`src/hdl/excCtrlPkg.sv`:
```
package excCtrlPkg;

  // Width of the vector code sent to the fetch mux
  localparam int vecBits = 3;

  // Width of one cause field in the cause pipe
  localparam int causeBits = 3;

  // Sequencer states
  // One drain state replaces the per-stage interrupt states
  typedef enum logic [2:0] {
    idle,
    abortSecond,
    drain,
    excM,
    excW
  } excState;

  // Cause codes carried down the pipe and seen by the vector selector
  typedef enum logic [causeBits-1:0] {
    none          = 3'd0,
    undef         = 3'd1,
    swi           = 3'd2,
    prefetchAbort = 3'd3,
    dataAbort     = 3'd4,
    irq           = 3'd5,
    fiq           = 3'd6,
    reset         = 3'd7
  } excCause;

  // Vector codes, word offset of the ARM vector table entry
  localparam logic [vecBits-1:0] vecReset    = 3'd0;
  localparam logic [vecBits-1:0] vecUndef    = 3'd1;
  localparam logic [vecBits-1:0] vecSwi      = 3'd2;
  localparam logic [vecBits-1:0] vecPrefetch = 3'd3;
  localparam logic [vecBits-1:0] vecData     = 3'd4;
  // Entry 5 is the unused address exception slot
  localparam logic [vecBits-1:0] vecIrq      = 3'd6;
  localparam logic [vecBits-1:0] vecFiq      = 3'd7;

endpackage

```
`src/hdl/pipeStagePkg.sv`:
```
package pipeStagePkg;

  // Number of stages the unit can flush (D, E, M, W)
  localparam int flushBits = 4;

  // Stage holding the last good instruction during a drain
  typedef enum logic [1:0] {
    stageE = 2'd0,
    stageM = 2'd1,
    stageW = 2'd2
  } pipeStage;

  // PC value to save into the link register
  typedef enum logic [1:0] {
    // Normal flow
    pcPlus8 = 2'b00,
    // Exceptions and data abort
    pcPlus0 = 2'b01,
    // FIQ and IRQ
    pcPlus4 = 2'b10
  } pcSel;

endpackage

```
`src/hdl/causePipe.sv`:
```
`timescale 1ns/1ps

module causePipe (
  input  logic                clk,
  input  logic                reset,
  input  logic                undefE,
  input  logic                swiE,
  input  logic                prefetchAbortE,
  input  logic                stallM,
  input  logic                stallW,
  input  logic                stallE,
  input  logic                pcUpdateW,
  input  logic                clearM,
  input  logic                clearW,
  output excCtrlPkg::excCause causeW,
  output logic                unstallD
);

  excCtrlPkg::excCause causeE, causeM;

  // Prefetch abort outranks the other E-stage causes
  always_comb begin
    if (prefetchAbortE)  causeE = excCtrlPkg::prefetchAbort;
    else if (undefE)     causeE = excCtrlPkg::undef;
    else if (swiE)       causeE = excCtrlPkg::swi;
    else                 causeE = excCtrlPkg::none;
  end

  // Cause rides with the instruction, clear only acts on an enabled step
  always_ff @(posedge clk) begin
    if (reset) begin
      causeM <= excCtrlPkg::none;
    end else if (!stallM) begin
      causeM <= clearM ? excCtrlPkg::none : causeE;
    end
  end

  always_ff @(posedge clk) begin
    if (reset) begin
      causeW <= excCtrlPkg::none;
    end else if (!stallW) begin
      causeW <= clearW ? excCtrlPkg::none : causeM;
    end
  end

  // W instruction wrote the PC, so D may take the new target
  always_ff @(posedge clk) begin
    if (reset)        unstallD <= 1'b0;
    else if (!stallE) unstallD <= pcUpdateW;
  end

endmodule

```
`src/hdl/drainCounter.sv`:
```
`timescale 1ns/1ps

module drainCounter (
  input  logic                   clk,
  input  logic                   reset,
  input  logic                   drainStart,
  input  logic                   stallE,
  input  logic                   stallM,
  input  logic                   stallW,
  input  logic                   pcWrPendingF,
  output pipeStagePkg::pipeStage drainStage,
  output logic                   drainDone
);

  logic holdE;

  // A pending PC write freezes the pipe until W, same as a stall in E
  assign holdE = stallE | pcWrPendingF;

  // Tracks where the last good instruction sits while draining
  always_ff @(posedge clk) begin
    if (reset) begin
      // Parked at W when no drain is running
      drainStage <= pipeStagePkg::stageW;
    end else if (drainStart) begin
      drainStage <= pipeStagePkg::stageE;
    end else begin
      case (drainStage)
        pipeStagePkg::stageE: begin
          if (!holdE) drainStage <= pipeStagePkg::stageM;
        end
        pipeStagePkg::stageM: begin
          if (!stallM) drainStage <= pipeStagePkg::stageW;
        end
        default: begin
          // Saturate at W
          drainStage <= pipeStagePkg::stageW;
        end
      endcase
    end
  end

  // Instruction is leaving W this cycle
  assign drainDone = (drainStage == pipeStagePkg::stageW) & ~stallW;

endmodule

```
`src/hdl/excSequencer.sv`:
```
`timescale 1ns/1ps

module excSequencer (
  input  logic                   clk,
  input  logic                   reset,
  input  logic                   undefE,
  input  logic                   swiE,
  input  logic                   prefetchAbortE,
  input  logic                   dataAbortM,
  input  logic                   fiqReq,
  input  logic                   irqReq,
  input  logic                   fiqEnabled,
  input  logic                   irqEnabled,
  input  logic                   stallD,
  input  logic                   stallE,
  input  logic                   stallM,
  input  logic                   stallW,
  input  logic                   pcWrPendingF,
  input  logic                   unstallD,
  input  pipeStagePkg::pipeStage drainStage,
  input  logic                   drainDone,
  output logic                   flushD,
  output logic                   flushE,
  output logic                   flushM,
  output logic                   flushW,
  output logic                   stallOutD,
  output logic                   resetMicrop,
  output logic                   interrupting,
  output logic                   clearM,
  output logic                   clearW,
  output logic                   drainStart,
  output logic                   abortSecond,
  output logic                   fiqTake,
  output logic                   irqTake,
  output logic                   fiqAck,
  output logic                   irqAck
);

  excCtrlPkg::excState state, nextState;
  logic [pipeStagePkg::flushBits-1:0] flushVec;
  logic fiqEnSync, irqEnSync;
  logic fiqPending, irqPending, intPending;
  logic excE;

  // CPSR updates on the falling edge, so sample the enables on the rising one
  always_ff @(posedge clk) begin
    if (reset) begin
      fiqEnSync <= 1'b0;
      irqEnSync <= 1'b0;
    end else begin
      fiqEnSync <= fiqEnabled;
      irqEnSync <= irqEnabled;
    end
  end

  // Any exception raised by the instruction now in E
  assign excE = undefE | swiE | prefetchAbortE;

  // Request masked while its ack is still up
  assign fiqPending = fiqReq & fiqEnSync & ~fiqAck;
  assign irqPending = irqReq & irqEnSync & ~irqAck;
  // E-stage exceptions win over interrupt entry
  assign intPending = (fiqPending | irqPending) & ~excE;

  always_ff @(posedge clk) begin
    if (reset) state <= excCtrlPkg::idle;
    else       state <= nextState;
  end

  // Mealy next state and flush logic, flushVec is {D, E, M, W}
  always_comb begin
    nextState  = state;
    flushVec   = '0;
    stallOutD  = 1'b0;
    drainStart = 1'b0;
    case (state)
      excCtrlPkg::idle: begin
        if (dataAbortM) begin
          // Abort caught in M, kill everything and hold D
          flushVec  = 4'b1111;
          stallOutD = 1'b1;
          nextState = excCtrlPkg::abortSecond;
        end else if (excE) begin
          // Last good instruction in M may still set flags
          flushVec  = 4'b1110;
          stallOutD = 1'b1;
          if (!stallM) nextState = excCtrlPkg::excM;
        end else if (intPending && !stallD && !pcWrPendingF) begin
          // Hold off while a PC write is in flight from F
          drainStart = 1'b1;
          nextState  = excCtrlPkg::drain;
        end
      end
      excCtrlPkg::abortSecond: begin
        // Second abort cycle, PC gets saved here
        flushVec  = 4'b1011;
        nextState = excCtrlPkg::idle;
      end
      excCtrlPkg::excM: begin
        flushVec  = 4'b0100;
        stallOutD = 1'b1;
        if (!stallW) nextState = excCtrlPkg::excW;
      end
      excCtrlPkg::excW: begin
        // Cause reaches W, vector goes out this cycle
        flushVec = 4'b1000;
        if (!stallE) nextState = excCtrlPkg::idle;
      end
      excCtrlPkg::drain: begin
        case (drainStage)
          pipeStagePkg::stageE: begin
            flushVec  = 4'b0100;
            stallOutD = 1'b1;
          end
          pipeStagePkg::stageM: begin
            // Let a branch target into D when the W instruction wrote the PC
            flushVec  = 4'b0100;
            stallOutD = ~unstallD;
          end
          default: begin
            flushVec = 4'b1000;
          end
        endcase
        // Dropped request cancels the drain quietly
        if (!intPending || drainDone) nextState = excCtrlPkg::idle;
      end
      default: nextState = excCtrlPkg::idle;
    endcase
  end

  assign {flushD, flushE, flushM, flushW} = flushVec;

  // Take happens as the last good instruction leaves W, FIQ first
  assign fiqTake = (state == excCtrlPkg::drain) & drainDone & fiqPending & ~excE;
  assign irqTake = (state == excCtrlPkg::drain) & drainDone & irqPending & ~fiqPending & ~excE;

  // Four-phase acks, up the cycle after take and down the cycle after req falls
  always_ff @(posedge clk) begin
    if (reset) begin
      fiqAck <= 1'b0;
      irqAck <= 1'b0;
    end else begin
      fiqAck <= fiqTake | (fiqAck & fiqReq);
      irqAck <= irqTake | (irqAck & irqReq);
    end
  end

  assign abortSecond  = (state == excCtrlPkg::abortSecond);
  assign resetMicrop  = (state == excCtrlPkg::idle) & dataAbortM;
  assign interrupting = (state != excCtrlPkg::idle) | excE;

  // Cause pipe only loads M from idle and W from excM
  assign clearM = (state != excCtrlPkg::idle);
  assign clearW = (state != excCtrlPkg::excM);

endmodule

```
`src/hdl/exceptionUnit.sv`:
```
`timescale 1ns/1ps

module exceptionUnit (
  input  logic                           clk,
  input  logic                           reset,
  input  logic                           undefE,
  input  logic                           swiE,
  input  logic                           prefetchAbortE,
  input  logic                           dataAbortM,
  input  logic                           stallD,
  input  logic                           stallE,
  input  logic                           stallM,
  input  logic                           stallW,
  input  logic                           pcWrPendingF,
  input  logic                           pcUpdateW,
  input  logic                           irqEnabled,
  input  logic                           fiqEnabled,
  input  logic                           fiqReq,
  input  logic                           irqReq,
  output logic                           fiqAck,
  output logic                           irqAck,
  output logic                           flushD,
  output logic                           flushE,
  output logic                           flushM,
  output logic                           flushW,
  output logic                           stallOutD,
  output logic                           resetMicrop,
  output logic                           interrupting,
  output logic [excCtrlPkg::vecBits-1:0] vectorCode,
  output pipeStagePkg::pcSel             pcSelect,
  output logic                           savePc
);

  logic clearM, clearW, unstallD;
  logic drainStart, drainDone;
  logic abortSecond, fiqTake, irqTake;
  pipeStagePkg::pipeStage drainStage;
  excCtrlPkg::excCause causeW;

  // Control FSM and interrupt handshake
  excSequencer seq0 (
    .clk(clk), .reset(reset),
    .undefE(undefE), .swiE(swiE), .prefetchAbortE(prefetchAbortE),
    .dataAbortM(dataAbortM), .fiqReq(fiqReq), .irqReq(irqReq),
    .fiqEnabled(fiqEnabled), .irqEnabled(irqEnabled),
    .stallD(stallD), .stallE(stallE), .stallM(stallM), .stallW(stallW),
    .pcWrPendingF(pcWrPendingF), .unstallD(unstallD),
    .drainStage(drainStage), .drainDone(drainDone),
    .flushD(flushD), .flushE(flushE), .flushM(flushM), .flushW(flushW),
    .stallOutD(stallOutD), .resetMicrop(resetMicrop), .interrupting(interrupting),
    .clearM(clearM), .clearW(clearW), .drainStart(drainStart),
    .abortSecond(abortSecond), .fiqTake(fiqTake), .irqTake(irqTake),
    .fiqAck(fiqAck), .irqAck(irqAck)
  );

  drainCounter drain0 (
    .clk(clk), .reset(reset), .drainStart(drainStart),
    .stallE(stallE), .stallM(stallM), .stallW(stallW), .pcWrPendingF(pcWrPendingF),
    .drainStage(drainStage), .drainDone(drainDone)
  );

  causePipe cause0 (
    .clk(clk), .reset(reset),
    .undefE(undefE), .swiE(swiE), .prefetchAbortE(prefetchAbortE),
    .stallM(stallM), .stallW(stallW), .stallE(stallE), .pcUpdateW(pcUpdateW),
    .clearM(clearM), .clearW(clearW), .causeW(causeW), .unstallD(unstallD)
  );

  vectorSelect vec0 (
    .reset(reset), .fiqTake(fiqTake), .irqTake(irqTake),
    .abortSecond(abortSecond), .causeW(causeW),
    .vectorCode(vectorCode), .pcSelect(pcSelect), .savePc(savePc)
  );

endmodule

```
`src/hdl/vectorSelect.sv`:
```
`timescale 1ns/1ps

module vectorSelect (
  input  logic                             reset,
  input  logic                             fiqTake,
  input  logic                             irqTake,
  input  logic                             abortSecond,
  input  excCtrlPkg::excCause              causeW,
  output logic [excCtrlPkg::vecBits-1:0]   vectorCode,
  output pipeStagePkg::pcSel               pcSelect,
  output logic                             savePc
);

  excCtrlPkg::excCause active;

  // Priority: reset, fiq, irq, data abort, then whatever sits in W
  always_comb begin
    if (reset)            active = excCtrlPkg::reset;
    else if (fiqTake)     active = excCtrlPkg::fiq;
    else if (irqTake)     active = excCtrlPkg::irq;
    else if (abortSecond) active = excCtrlPkg::dataAbort;
    // Cause pipe already ordered prefetch abort, swi and undef
    else                  active = causeW;
  end

  // Vector and saved PC for the chosen cause
  always_comb begin
    case (active)
      excCtrlPkg::reset: begin
        vectorCode = excCtrlPkg::vecReset;
        pcSelect   = pipeStagePkg::pcPlus8;
      end
      excCtrlPkg::fiq: begin
        vectorCode = excCtrlPkg::vecFiq;
        pcSelect   = pipeStagePkg::pcPlus4;
      end
      excCtrlPkg::irq: begin
        vectorCode = excCtrlPkg::vecIrq;
        pcSelect   = pipeStagePkg::pcPlus4;
      end
      excCtrlPkg::dataAbort: begin
        vectorCode = excCtrlPkg::vecData;
        pcSelect   = pipeStagePkg::pcPlus0;
      end
      excCtrlPkg::prefetchAbort: begin
        vectorCode = excCtrlPkg::vecPrefetch;
        pcSelect   = pipeStagePkg::pcPlus0;
      end
      excCtrlPkg::swi: begin
        vectorCode = excCtrlPkg::vecSwi;
        pcSelect   = pipeStagePkg::pcPlus0;
      end
      excCtrlPkg::undef: begin
        vectorCode = excCtrlPkg::vecUndef;
        pcSelect   = pipeStagePkg::pcPlus0;
      end
      default: begin
        // Fetch mux ignores the code while savePc is low
        vectorCode = excCtrlPkg::vecReset;
        pcSelect   = pipeStagePkg::pcPlus8;
      end
    endcase
  end

  assign savePc = (active != excCtrlPkg::none);

endmodule

```
`config.mk`:
```
export PLATFORM = sky130hd
export DESIGN_NAME = exceptionUnit
export DESIGN_NICKNAME = d
export VERILOG_FILES = /design/src/hdl/excCtrlPkg.sv /design/src/hdl/pipeStagePkg.sv /design/src/hdl/causePipe.sv /design/src/hdl/drainCounter.sv /design/src/hdl/excSequencer.sv /design/src/hdl/exceptionUnit.sv /design/src/hdl/vectorSelect.sv
export SDC_FILE = /design/constraint.sdc
export NUM_CORES = 1
export LEC_CHECK = 0
export ABC_AREA = 1
export BUFFER_PORTS_ARGS = -buffer_cell sky130_fd_sc_hd__buf_4
export CORE_MARGIN = 3
export CORE_UTILIZATION = 43
export DETAILED_ROUTE_END_ITERATION = 6
export GPL_TIMING_DRIVEN = 0
export HOLD_SLACK_MARGIN = 0.08
export PLACE_DENSITY = 0.73
export SYNTH_ARGS = -nofsm -noshare
export SYNTH_HDL_FRONTEND = slang
export SYNTH_SLANG_ARGS = --single-unit
export TNS_END_PERCENT = 1
```
`constraint.sdc`:
```
create_clock -name clk -period 1.1 [get_ports clk]
set_input_delay 0.055 -clock clk [delete_from_list [all_inputs] [get_ports clk]]
set_output_delay 0.055 -clock clk [all_outputs]
set_load 0.01 [all_outputs]
```
# Yosys cells after proc, flatten, opt, wreduce, memory -nomap -nowiden

Cells that the tools add are included.

Add/sub/neg operators: 0
$mul: 0
Div/mod/pow operators: 0
Magnitude comparators: 0
Equality and inequality tests: 22
Shift-type cells: 0
Multiplexer cells: 35
Bitwise operators: 28
Reduce and logical (&&, ||, !) cells: 17

Operators with widths:

| kind                                                | number |
|---|---|
| two-way mux 3 bit                                   | 15 |
| one-hot mux 4 bit (5 select lines)                  | 1 |
| one-hot mux 3 bit (6 select lines)                  | 1 |
| bitwise AND 1 bit                                   | 15 |
| equality test 3 x 2 -> 1 bit, second input constant | 4 |
| equality test 3 bit, second input constant          | 4 |
| two-way mux 4 bit                                   | 3 |
| one-hot mux 3 bit (4 select lines)                  | 1 |
| != test 3 x 2 -> 1 bit, second input constant       | 3 |
| two-way mux 2 bit                                   | 4 |
| != test 2 bit, second input constant                | 4 |
| one-hot mux 2 bit (2 select lines)                  | 2 |
| OR 1 bit                                            | 7 |
| equality test 3 x 1 -> 1 bit, second input constant | 2 |
| two-way mux 1 bit                                   | 6 |
| NOT 1 bit                                           | 6 |
| nonzero test 3 bit                                  | 2 |
| OR reduction 2 bit                                  | 3 |
| AND reduction 5 bit                                 | 1 |
| != test 4 x 2 -> 1 bit, second input constant       | 1 |
| != test 4 bit, second input constant                | 1 |
| AND reduction 2 bit                                 | 2 |
| OR reduction 4 bit                                  | 1 |
| zero test 1 bit                                     | 3 |
| 9 further kinds                                     | 10 |

Register bits: 16
Bits in latches: 0
Bits in writable memories: 0
ROM bits: 0
Bits of input ports: 16
Output and inout port bits: 15
Word-level logic and storage cells: 112
Memories kept: 0

# Logic depth before layout (Yosys ltp)

Gate-level depths: netlist of the first run.

Depth after elaboration: 12
Gate-level depth with buffers: 9
Gate-level depth less buffers: 9

# Modules after synthesis

Synthesis of the first run repeated with hierarchy kept, for this count alone.

Cell total of the unflattened synthesis: 164
Area, all modules: 992.2 um^2

Modules (own cells, without submodules):

| module       | instances | cells an instance | area each (um^2) | seq. area each (um^2) |
|---|---|---|---|---|
| excSequencer | 1         | 90                | 520.5            | 140.1 |
| causePipe    | 1         | 30                | 215.2            | 100.1 |
| vectorSelect | 1         | 30                | 158.9            | 0.0 |
| drainCounter | 1         | 14                | 97.6             | 40.0 |

# Worst setup path before layout of the first run

Ideal clock, no wire load.

Path type: register to output
Start point: register seq0.state[0]
End point: output vectorCode[1] (netlist bit)
Arrival: 1.158 ns
Data required time: 1.045 ns
Slack: -0.113 ns
Cell stages (with the launch flop): 10
Buffers on the path: 0
Cell sequence: dfxtp_1 > inv_1 > nand3_2 > nor2_4 > nand3_2 > nand3_1 > nand2_1 > inv_2 > nand2_1 > nand2_1

Cells in the longest elaborated chain, start to end: 10

Ends and longest elaborated chain:

| item                                                       | line                                     | source |
|---|---|---|
| from (decl)                                                | excSequencer.sv:39                       | `excCtrlPkg::excState state, nextState;` |
| from (signal assigned)                                     | excSequencer.sv:66                       | `if (reset) state <= excCtrlPkg::idle;` |
| from (signal assigned)                                     | excSequencer.sv:67                       | `else state <= nextState;` |
| equality test 3 x 2 -> 1 bit                               | excSequencer.sv:134, excSequencer.sv:135 |  |
| bitwise AND 1 bit                                          | excSequencer.sv:134, excSequencer.sv:135 |  |
| bitwise AND 1 bit (3 in series)                            | excSequencer.sv:135                      | `assign irqTake = (state == excCtrlPkg::drain) & drainDone & irqPending & ~fiqPending & ~excE;` |
| two-way mux 3 bit                                          | vectorSelect.sv:20                       | `else if (irqTake) active = excCtrlPkg::irq;` |
| two-way mux 3 bit (*)                                      | vectorSelect.sv:19                       | `else if (fiqTake) active = excCtrlPkg::fiq;` |
| two-way mux 3 bit (*)                                      | vectorSelect.sv:18                       | `if (reset) active = excCtrlPkg::reset;` |
| equality test 3 x 1 -> 1 bit, or another cell as far along | vectorSelect.sv:28                       | `case (active)` |
| one-hot mux 3 bit (6 select lines) (*)                     | vectorSelect.sv:28                       |  |
| to (decl)                                                  | exceptionUnit.sv:29                      | `output logic [excCtrlPkg::vecBits-1:0] vectorCode,` |

Every way passes the cells marked *; elsewhere a longest branch is shown, timed or not.

# Final worst setup path of the first run

Same ends and word-level chain as after synthesis.

==> impl_metrics.py, run 1 <==
metrics = {
    "finish": {
        "layout-drive-gt1-share_pct": 48.5,
        "multi_input_area_um2": 617,
        "diodes": 0,
        "nFillCells": 102,
        "syn_to_final_growth_pct": 72.6,
        "layout.nets": 211,
        "seq_area_um2": 295,
        "finalInstanceArea_um2": 1520,
    },
    "sta": {
        "clock-skew-final_ns": 0.00520,
        "tightest_slew_ns": 0.284,
        "slew_viol_final": 0,
        "final.period_utilization_pct": 149,
        "grt_setup_unrepaired": "true",
        "maxSlewHeadroom_pct": 81.0,
        "period_minus_slack_ns": 1.64,
        "timing.final.ws_setup_ns": -0.539,
        "setup_violations": 21,
        "finalHoldViolations": 0,
        "fmaxAchievable_ghz": 0.610,
    },
    "critical_path": {
        "critical_path_class": "register to output port",
        "required_ns": 1.04,
        "crit_chain": "inv_6 -> nand3_4 -> nor2_4 -> nand3_4 -> nand3_2 -> nand2_2 -> inv_2 -> nand2_2 -> nand2_2 -> buf_6",
        "path_max_fanout": 7,
        "crit_top_cell": "nand2_2",
        "start_kind": "register",
        "slowest_delay_ns": 0.38,
        "crit_family": "simple AND/OR/NAND/NOR gates",
        "slowest_stage": "dfxtp_4",
        "cp.arrival_ns": 1.58,
        "crit_path_end_kind": "output port",
        "path_buf_inv": 3,
    },
    "synth": {
        "synth_warnings": 0,
        "yosysUniqueCellTypes": 26,
        "synthTopCellsByCount": "nand2_1 (25), inv_1 (23), nor2_1 (18), dfxtp_1 (14), nand3_1 (12)",
        "yosysTopAreaCell": "dfxtp_1",
        "avgSynthCellArea_um2": 6.48,
        "ys_top_cells_by_area": "dfxtp_1 (32%), nand2_1 (11%), inv_1 (9.8%)",
        "synth_edf_count": 0,
        "synth_top_area_share_pct": 31.8,
        "synth_nets": 152,
        "synthCells": 136,
        "ys_async_sr_fraction_pct": 0,
        "ys.flop_type": "dfxtp_1",
        "synth_most_common_cell": "nand2_1",
        "ys_seq_area_share_pct": 31.8,
        "synth_area_um2": 881,
        "ys_seq_elements": 14,
    },
    "floorplan": {
        "ioPinCount": 31,
        "die_area_um2": 2630,
        "rows": 15,
        "die_h_um": 51.3,
        "core_um2": 1820,
        "initial_core_util_pct": 48.4,
        "die_w_um": 51.3,
    },
    "grt": {
        "grt_max_degree": 11,
        "first_global_vias": 1117,
        "grt_first_pass_wirelength_um": 4490,
        "grt_overflow": 0,
        "antenna_found_initial": 0,
        "grt.total_usage_pct": 22.2,
    },
    "detailed_routing": {
        "detail_route.vias_per_cell": 5.38,
        "dr.pass1.iters": 4,
        "drc_errors": 0,
        "ant_nets": 0,
        "route.vias.total": 1178,
        "drtIter0Drc": 39,
        "wirelength_um": 2930,
        "wl_per_cell_um": 13.4,
    },
    "clock_network": {
        "cts_tree": "done",
        "cts-htree-levels": 1,
        "clock_latency_ns": 0.29,
        "clkSlewWorstSetupHoldPaths_ns": 0.09,
        "clockRootBuffer": "clkbuf_4",
        "cts_buffers": 3,
        "cts_buffer_depth": 2,
        "cts.sinks": 14,
    },
    "placed_design": {
        "dp_hpwl_um": 1780,
        "place_congestion": 0.848,
        "port_buffers": 30,
        "placed_area_um2": 1160,
        "dpl_worst_slack_ns": -0.304,
    },
    "power": {
        "power.switching_mw": 1.25,
        "switching_share_pct": 43.7,
        "ir_drop_v": 0.00151,
        "p_int_mw": 1.61,
        "p_per_area_nw_per_um2": 1880,
        "finalPower_mw": 2.86,
        "power_frac_comb_pct": 64.0,
        "p_leak_nw": 0.732,
        "clkPwrFrac_pct": 11.2,
        "power_frac_seq_pct": 24.7,
    },
    "hold_path": {
        "worstHoldPathType": "primary input to register",
    },
    "status": {
        "violations": "setup timing",
        "status": "finished, violations left",
    },
    "run": {
        "maxCapViolations": 0,
    },
}
layer usage:
layer	vias to the layer above	wire [um]	part of all wire [%]	GRT usage, %
li1	559	-	-	-
met1	553	1080	37	23.8
met2	61	1570	54	41.6
met3	5	238	8.1	4.37
met4	0	38	1.3	9.17
met5	-	0	0	0
power groups by stage:
| stage | clock, mW | combinational, mW | sequential, mW |
|---|---|---|---|
| 2_1_floorplan | 0 | 0.766 | 0.659 |
| 3_3_place_gp | 0 | 1.25 | 0.672 |
| 3_5_place_dp | 0 | 1.27 | 0.674 |
| 4_1_cts | 0.313 | 1.68 | 0.695 |
| 5_1_grt | 0.352 | 1.99 | 0.716 |
| 6_report | 0.322 | 1.83 | 0.708 |
kinds of logic after synthesis:
family	after synthesis	synth area share, %
AND/OR/NAND/NOR	73	42.6
buffers and inverters	26	11.2
AO/OA/AOI/OAI	23	14.3
flip-flops	14	31.8
through the flow:
| stage | hold slack (ns) | cells | util [%] | setup TNS (ns) |
|---|---|---|---|---|
| 6_report | 0.0840 | 219 | 83.5 | -6.91 |
| 4_1_cts | 0.0976 | 213 | 77.9 | -5.52 |
| 5_1_grt | 0.111 | 219 | 83.5 | -8.97 |
| 2_1_floorplan | 0.124 | 136 | - | -0.328 |
| 3_3_place_gp | 0.255 | 191 | 63.6 | -2.68 |
| 3_5_place_dp | 0.259 | 191 | 63.6 | -2.83 |
final timing paths:
path / startpoint / to / slack, ns / depth (start not counted)
max: seq0.state[0] / vectorCode[1] / -0.54 / 10
min: prefetchAbortE / cause0.causeM[1] / 0.08 / 3
max reg2reg: seq0.state[2] / seq0.state[1] / -0.37 / 9
min reg2reg: cause0.unstallD / cause0.unstallD / 0.45 / 2
placed cells by master, fill, tap and decap left out:
cell type       n
nand3b_1        1
nand3_4         3
nand2_2         5
or2_2           1
nand4_1         2
buf_6           5
inv_6           1
o21ai_1         1
nand3_1         8
nand2_1        20
o21ai_0         7
a22oi_1         1
nor3_4          3
a21oi_1         5
nor2_2          6
nor2_1         13
inv_4           1
dfxtp_1        10
inv_1          18
inv_2           5
buf_2           1
buf_4          41
a21oi_2         4
clkbuf_4        3
or2_1           2
o31ai_1         1
o21ai_2         2
nand3_2         5
o311ai_1        1
dfxtp_4         4
o211ai_1        1
clkbuf_1        1
dlygate4sd3_1   8
nand2_4         2
nor2_4          2
tightest hold or removal path: cells and delay by family:
kind            cells  cell delay [ns]
compound gates      2             0.19
buf+inv             1             0.09
flip-flops by register name (all words and copies together), names as in the netlist:
signal / cells
cause0.causeM: 2
cause0.causeW: 2
cause0.unstallD: 1
drain0.drainStage: 2
seq0.fiqAck: 1
seq0.fiqEnSync: 1
seq0.irqAck: 1
seq0.irqEnSync: 1
seq0.state: 3
layout make-up:
class | count | area share [%]
multi-input combinational | 96 | 40.6
inverter | 25 | 6.67
sequential | 14 | 19.4
clock buffer | 4 | 1.73
tap | 25 | 2.06
buffer | 1 | 0.329
timing repair buffer | 54 | 29.2
timing repair:
| item | CTS | global route |
|---|---|---|
| gates resized for setup | 25 | 16 |
| buffers inserted | 10 | 6 |
| hold buffers | 8 | 0 |
| hold endpoints to repair | 6 | 0 |
| endpoints found under the setup margin | 22 | 23 |
| pin swaps | 10 | 8 |
No activity file was read; power rests on OpenSTA's default activity.
==> run 2: changes to the inputs <==
Settings changed: ABC_AREA 1 to default.
==> run 2 against run 1 <==
The run still ends with setup timing left; wire length shrank 13%; critical path depth shrank 5; global-route usage shrank 0.25 points; clock power grew 20%; sequential share of layout area grew 1.7 points; worst hold slack gained 0.028 ns; first-iteration DRC count shrank 15%; clock skew shrank 0.0041 ns; non-clock buffer count shrank 4; via count shrank 16%; power shrank 48%; area after synthesis shrank 1.6%; critical path type unchanged.
==> impl_metrics.py, run 2 <==
metrics = {
    "critical_path": {
        "path_max_fanout": 3,
        "critical_path_class": "register to output port",
        "crit_path_end_kind": "output port",
        "required_ns": 1.04,
        "start_kind": "register",
        "cp.arrival_ns": 1.74,
    },
    "power": {
        "p_leak_nw": 0.597,
        "p_per_area_nw_per_um2": 1080,
        "ir_drop_v": 0.000768,
        "finalPower_mw": 1.49,
    },
    "floorplan": {
        "rows": 15,
        "ioPinCount": 31,
        "die_area_um2": 2590,
        "die_h_um": 50.9,
        "die_w_um": 50.9,
        "initial_core_util_pct": 47.6,
        "core_um2": 1820,
    },
    "clock_network": {
        "clockRootBuffer": "clkbuf_4",
        "cts_tree": "done",
        "cts_buffers": 3,
        "clkSlewWorstSetupHoldPaths_ns": 0.09,
        "cts-htree-levels": 1,
        "cts.sinks": 14,
        "clock_latency_ns": 0.29,
        "cts_buffer_depth": 2,
    },
    "detailed_routing": {
        "wirelength_um": 2540,
        "drc_errors": 0,
        "ant_nets": 0,
        "route.vias.total": 987,
        "dr.pass1.iters": 4,
        "detail_route.vias_per_cell": 5.42,
        "drtIter0Drc": 33,
        "wl_per_cell_um": 13.9,
    },
    "finish": {
        "diodes": 0,
        "largest_register": "seq0.state",
        "layout.nets": 174,
        "final_common_cell": "buf_4",
        "finalInstanceArea_um2": 1380,
        "largest_reg_flops": 3,
        "layout-drive-gt1-share_pct": 40.8,
        "final_cell_mix": "buf_4 (36), nand2_1 (13), a21oi_1 (13), dlygate4sd3_1 (10), dfxtp_1 (9)",
        "instances_no_fill": 182,
        "nFillCells": 137,
        "utilization_pct": 75.9,
        "syn_to_final_growth_pct": 59.3,
    },
    "grt": {
        "grt_first_pass_wirelength_um": 4240,
        "grt_overflow": 0,
        "grt.total_usage_pct": 21.9,
        "first_global_vias": 965,
        "antenna_found_initial": 0,
        "grt_max_degree": 11,
    },
    "placed_design": {
        "placed_area_um2": 1120,
        "dp_hpwl_um": 1700,
        "dp_cells": 162,
        "place_congestion": 0.857,
        "port_buffers": 30,
    },
    "run": {
        "maxCapViolations": 0,
    },
    "synth": {
        "synth_nets": 123,
        "ys_top_cells_by_area": "dfxtp_1 (32%), a21oi_1 (8.1%), nand2_1 (5.6%)",
        "ys_seq_area_share_pct": 32.3,
        "synth_warnings": 0,
        "avgSynthCellArea_um2": 8.10,
        "synth_edf_count": 0,
        "ys_seq_elements": 14,
        "ys.flop_type": "dfxtp_1",
        "ys_async_sr_fraction_pct": 0,
        "yosysTopAreaCell": "dfxtp_1",
        "synth_top_area_share_pct": 32.3,
        "synthCells": 107,
        "yosysUniqueCellTypes": 34,
        "synth_area_um2": 867,
        "synthTopCellsByCount": "a21oi_1 (14), dfxtp_1 (14), nand2_1 (13), nand2b_1 (6), nand3b_1 (6)",
    },
    "hold_path": {
        "worstHoldPathType": "primary input to register",
    },
    "sta": {
        "finalSetupTns_ns": -8.62,
        "finalHoldViolations": 0,
        "maxSlewHeadroom_pct": 64.6,
        "grt_setup_unrepaired": "true",
        "period_minus_slack_ns": 1.79,
        "clock-skew-final_ns": 0.00112,
        "fmaxAchievable_ghz": 0.558,
        "setup_violations": 24,
        "tightest_slew_ns": 0.525,
        "timing.final.ws_setup_ns": -0.693,
        "final.period_utilization_pct": 163,
        "slew_viol_final": 0,
    },
    "status": {
        "status": "finished, violations left",
        "violations": "setup timing",
    },
}
run 2: path summary, 6_finish.rpt:
kind                            to        startpoint  slack (ns)  depth (start not counted)
setup / recovery     vectorCode[0]     seq0.state[1]       -0.69                          5
hold reg to reg   cause0.causeM[1]  cause0.causeM[1]        0.48                          2
setup reg to reg     seq0.state[1]     seq0.state[1]       -0.45                          5
hold / removal    cause0.causeM[0]            stallM        0.11                          3
run 2: worst max-delay path: stages, from the launching register on:
cell	delay (ns)
dfxtp_2	0.36
or3b_4	0.42
nor4_4	0.29
nand3b_1	0.15
a21oi_1	0.06
buf_4	0.17
run 2: cell type report:
type | instances | area [um2] | share of cell area (%)
multi-input combinational | 85 | 607 | 43.9
sequential | 14 | 292 | 21.1
inverter | 3 | 11.3 | 0.815
tap | 25 | 31.3 | 2.26
clock buffer | 4 | 36.3 | 2.63
buffer | 4 | 22.5 | 1.63
timing repair buffer | 47 | 382 | 27.6
run 2: timing repair:
action,in CTS,in global routing
hold buffers,10,0
hold endpoints to repair,11,0
gates cloned,0,0
pin swaps,6,1
setup buffers,6,1
endpoints found under the setup margin,24,24
gates resized for setup,23,2
run 2: cells by family (layout without fill, tap and decap cells):
| family | Yosys count | count (layout) | share of synthesized area, % |
|---|---|---|---|
| buf+inv | 8 | 58 | 4.33 |
| compound gates | 29 | 29 | 21.5 |
| simple gates | 54 | 54 | 39.5 |
| mux | 2 | 2 | 2.31 |
| flops | 14 | 14 | 32.3 |
run 2: per-layer routing:
metal	wire length [um]	global-route usage, %
met1	1080	24.1
met2	1330	39.3
met3	86	3.79
met5	0	0
met4	49	12.1
run 2: stage by stage:
step | setup WS (ns) | hold WS (ns)
2_1_floorplan | -0.316 | 0.183
3_3_place_gp | -0.553 | 0.267
3_5_place_dp | -0.569 | 0.273
4_1_cts | -0.670 | 0.109
5_1_grt | -0.768 | 0.116
6_report | -0.693 | 0.112
run 2: where the power goes:
part | switching, mW | total [mW] | internal [mW]
logic | 0.272 | 0.556 | 0.284
clock network | 0.184 | 0.386 | 0.202
registers | 0.0183 | 0.550 | 0.532
total | 0.474 | 1.49 | 1.02
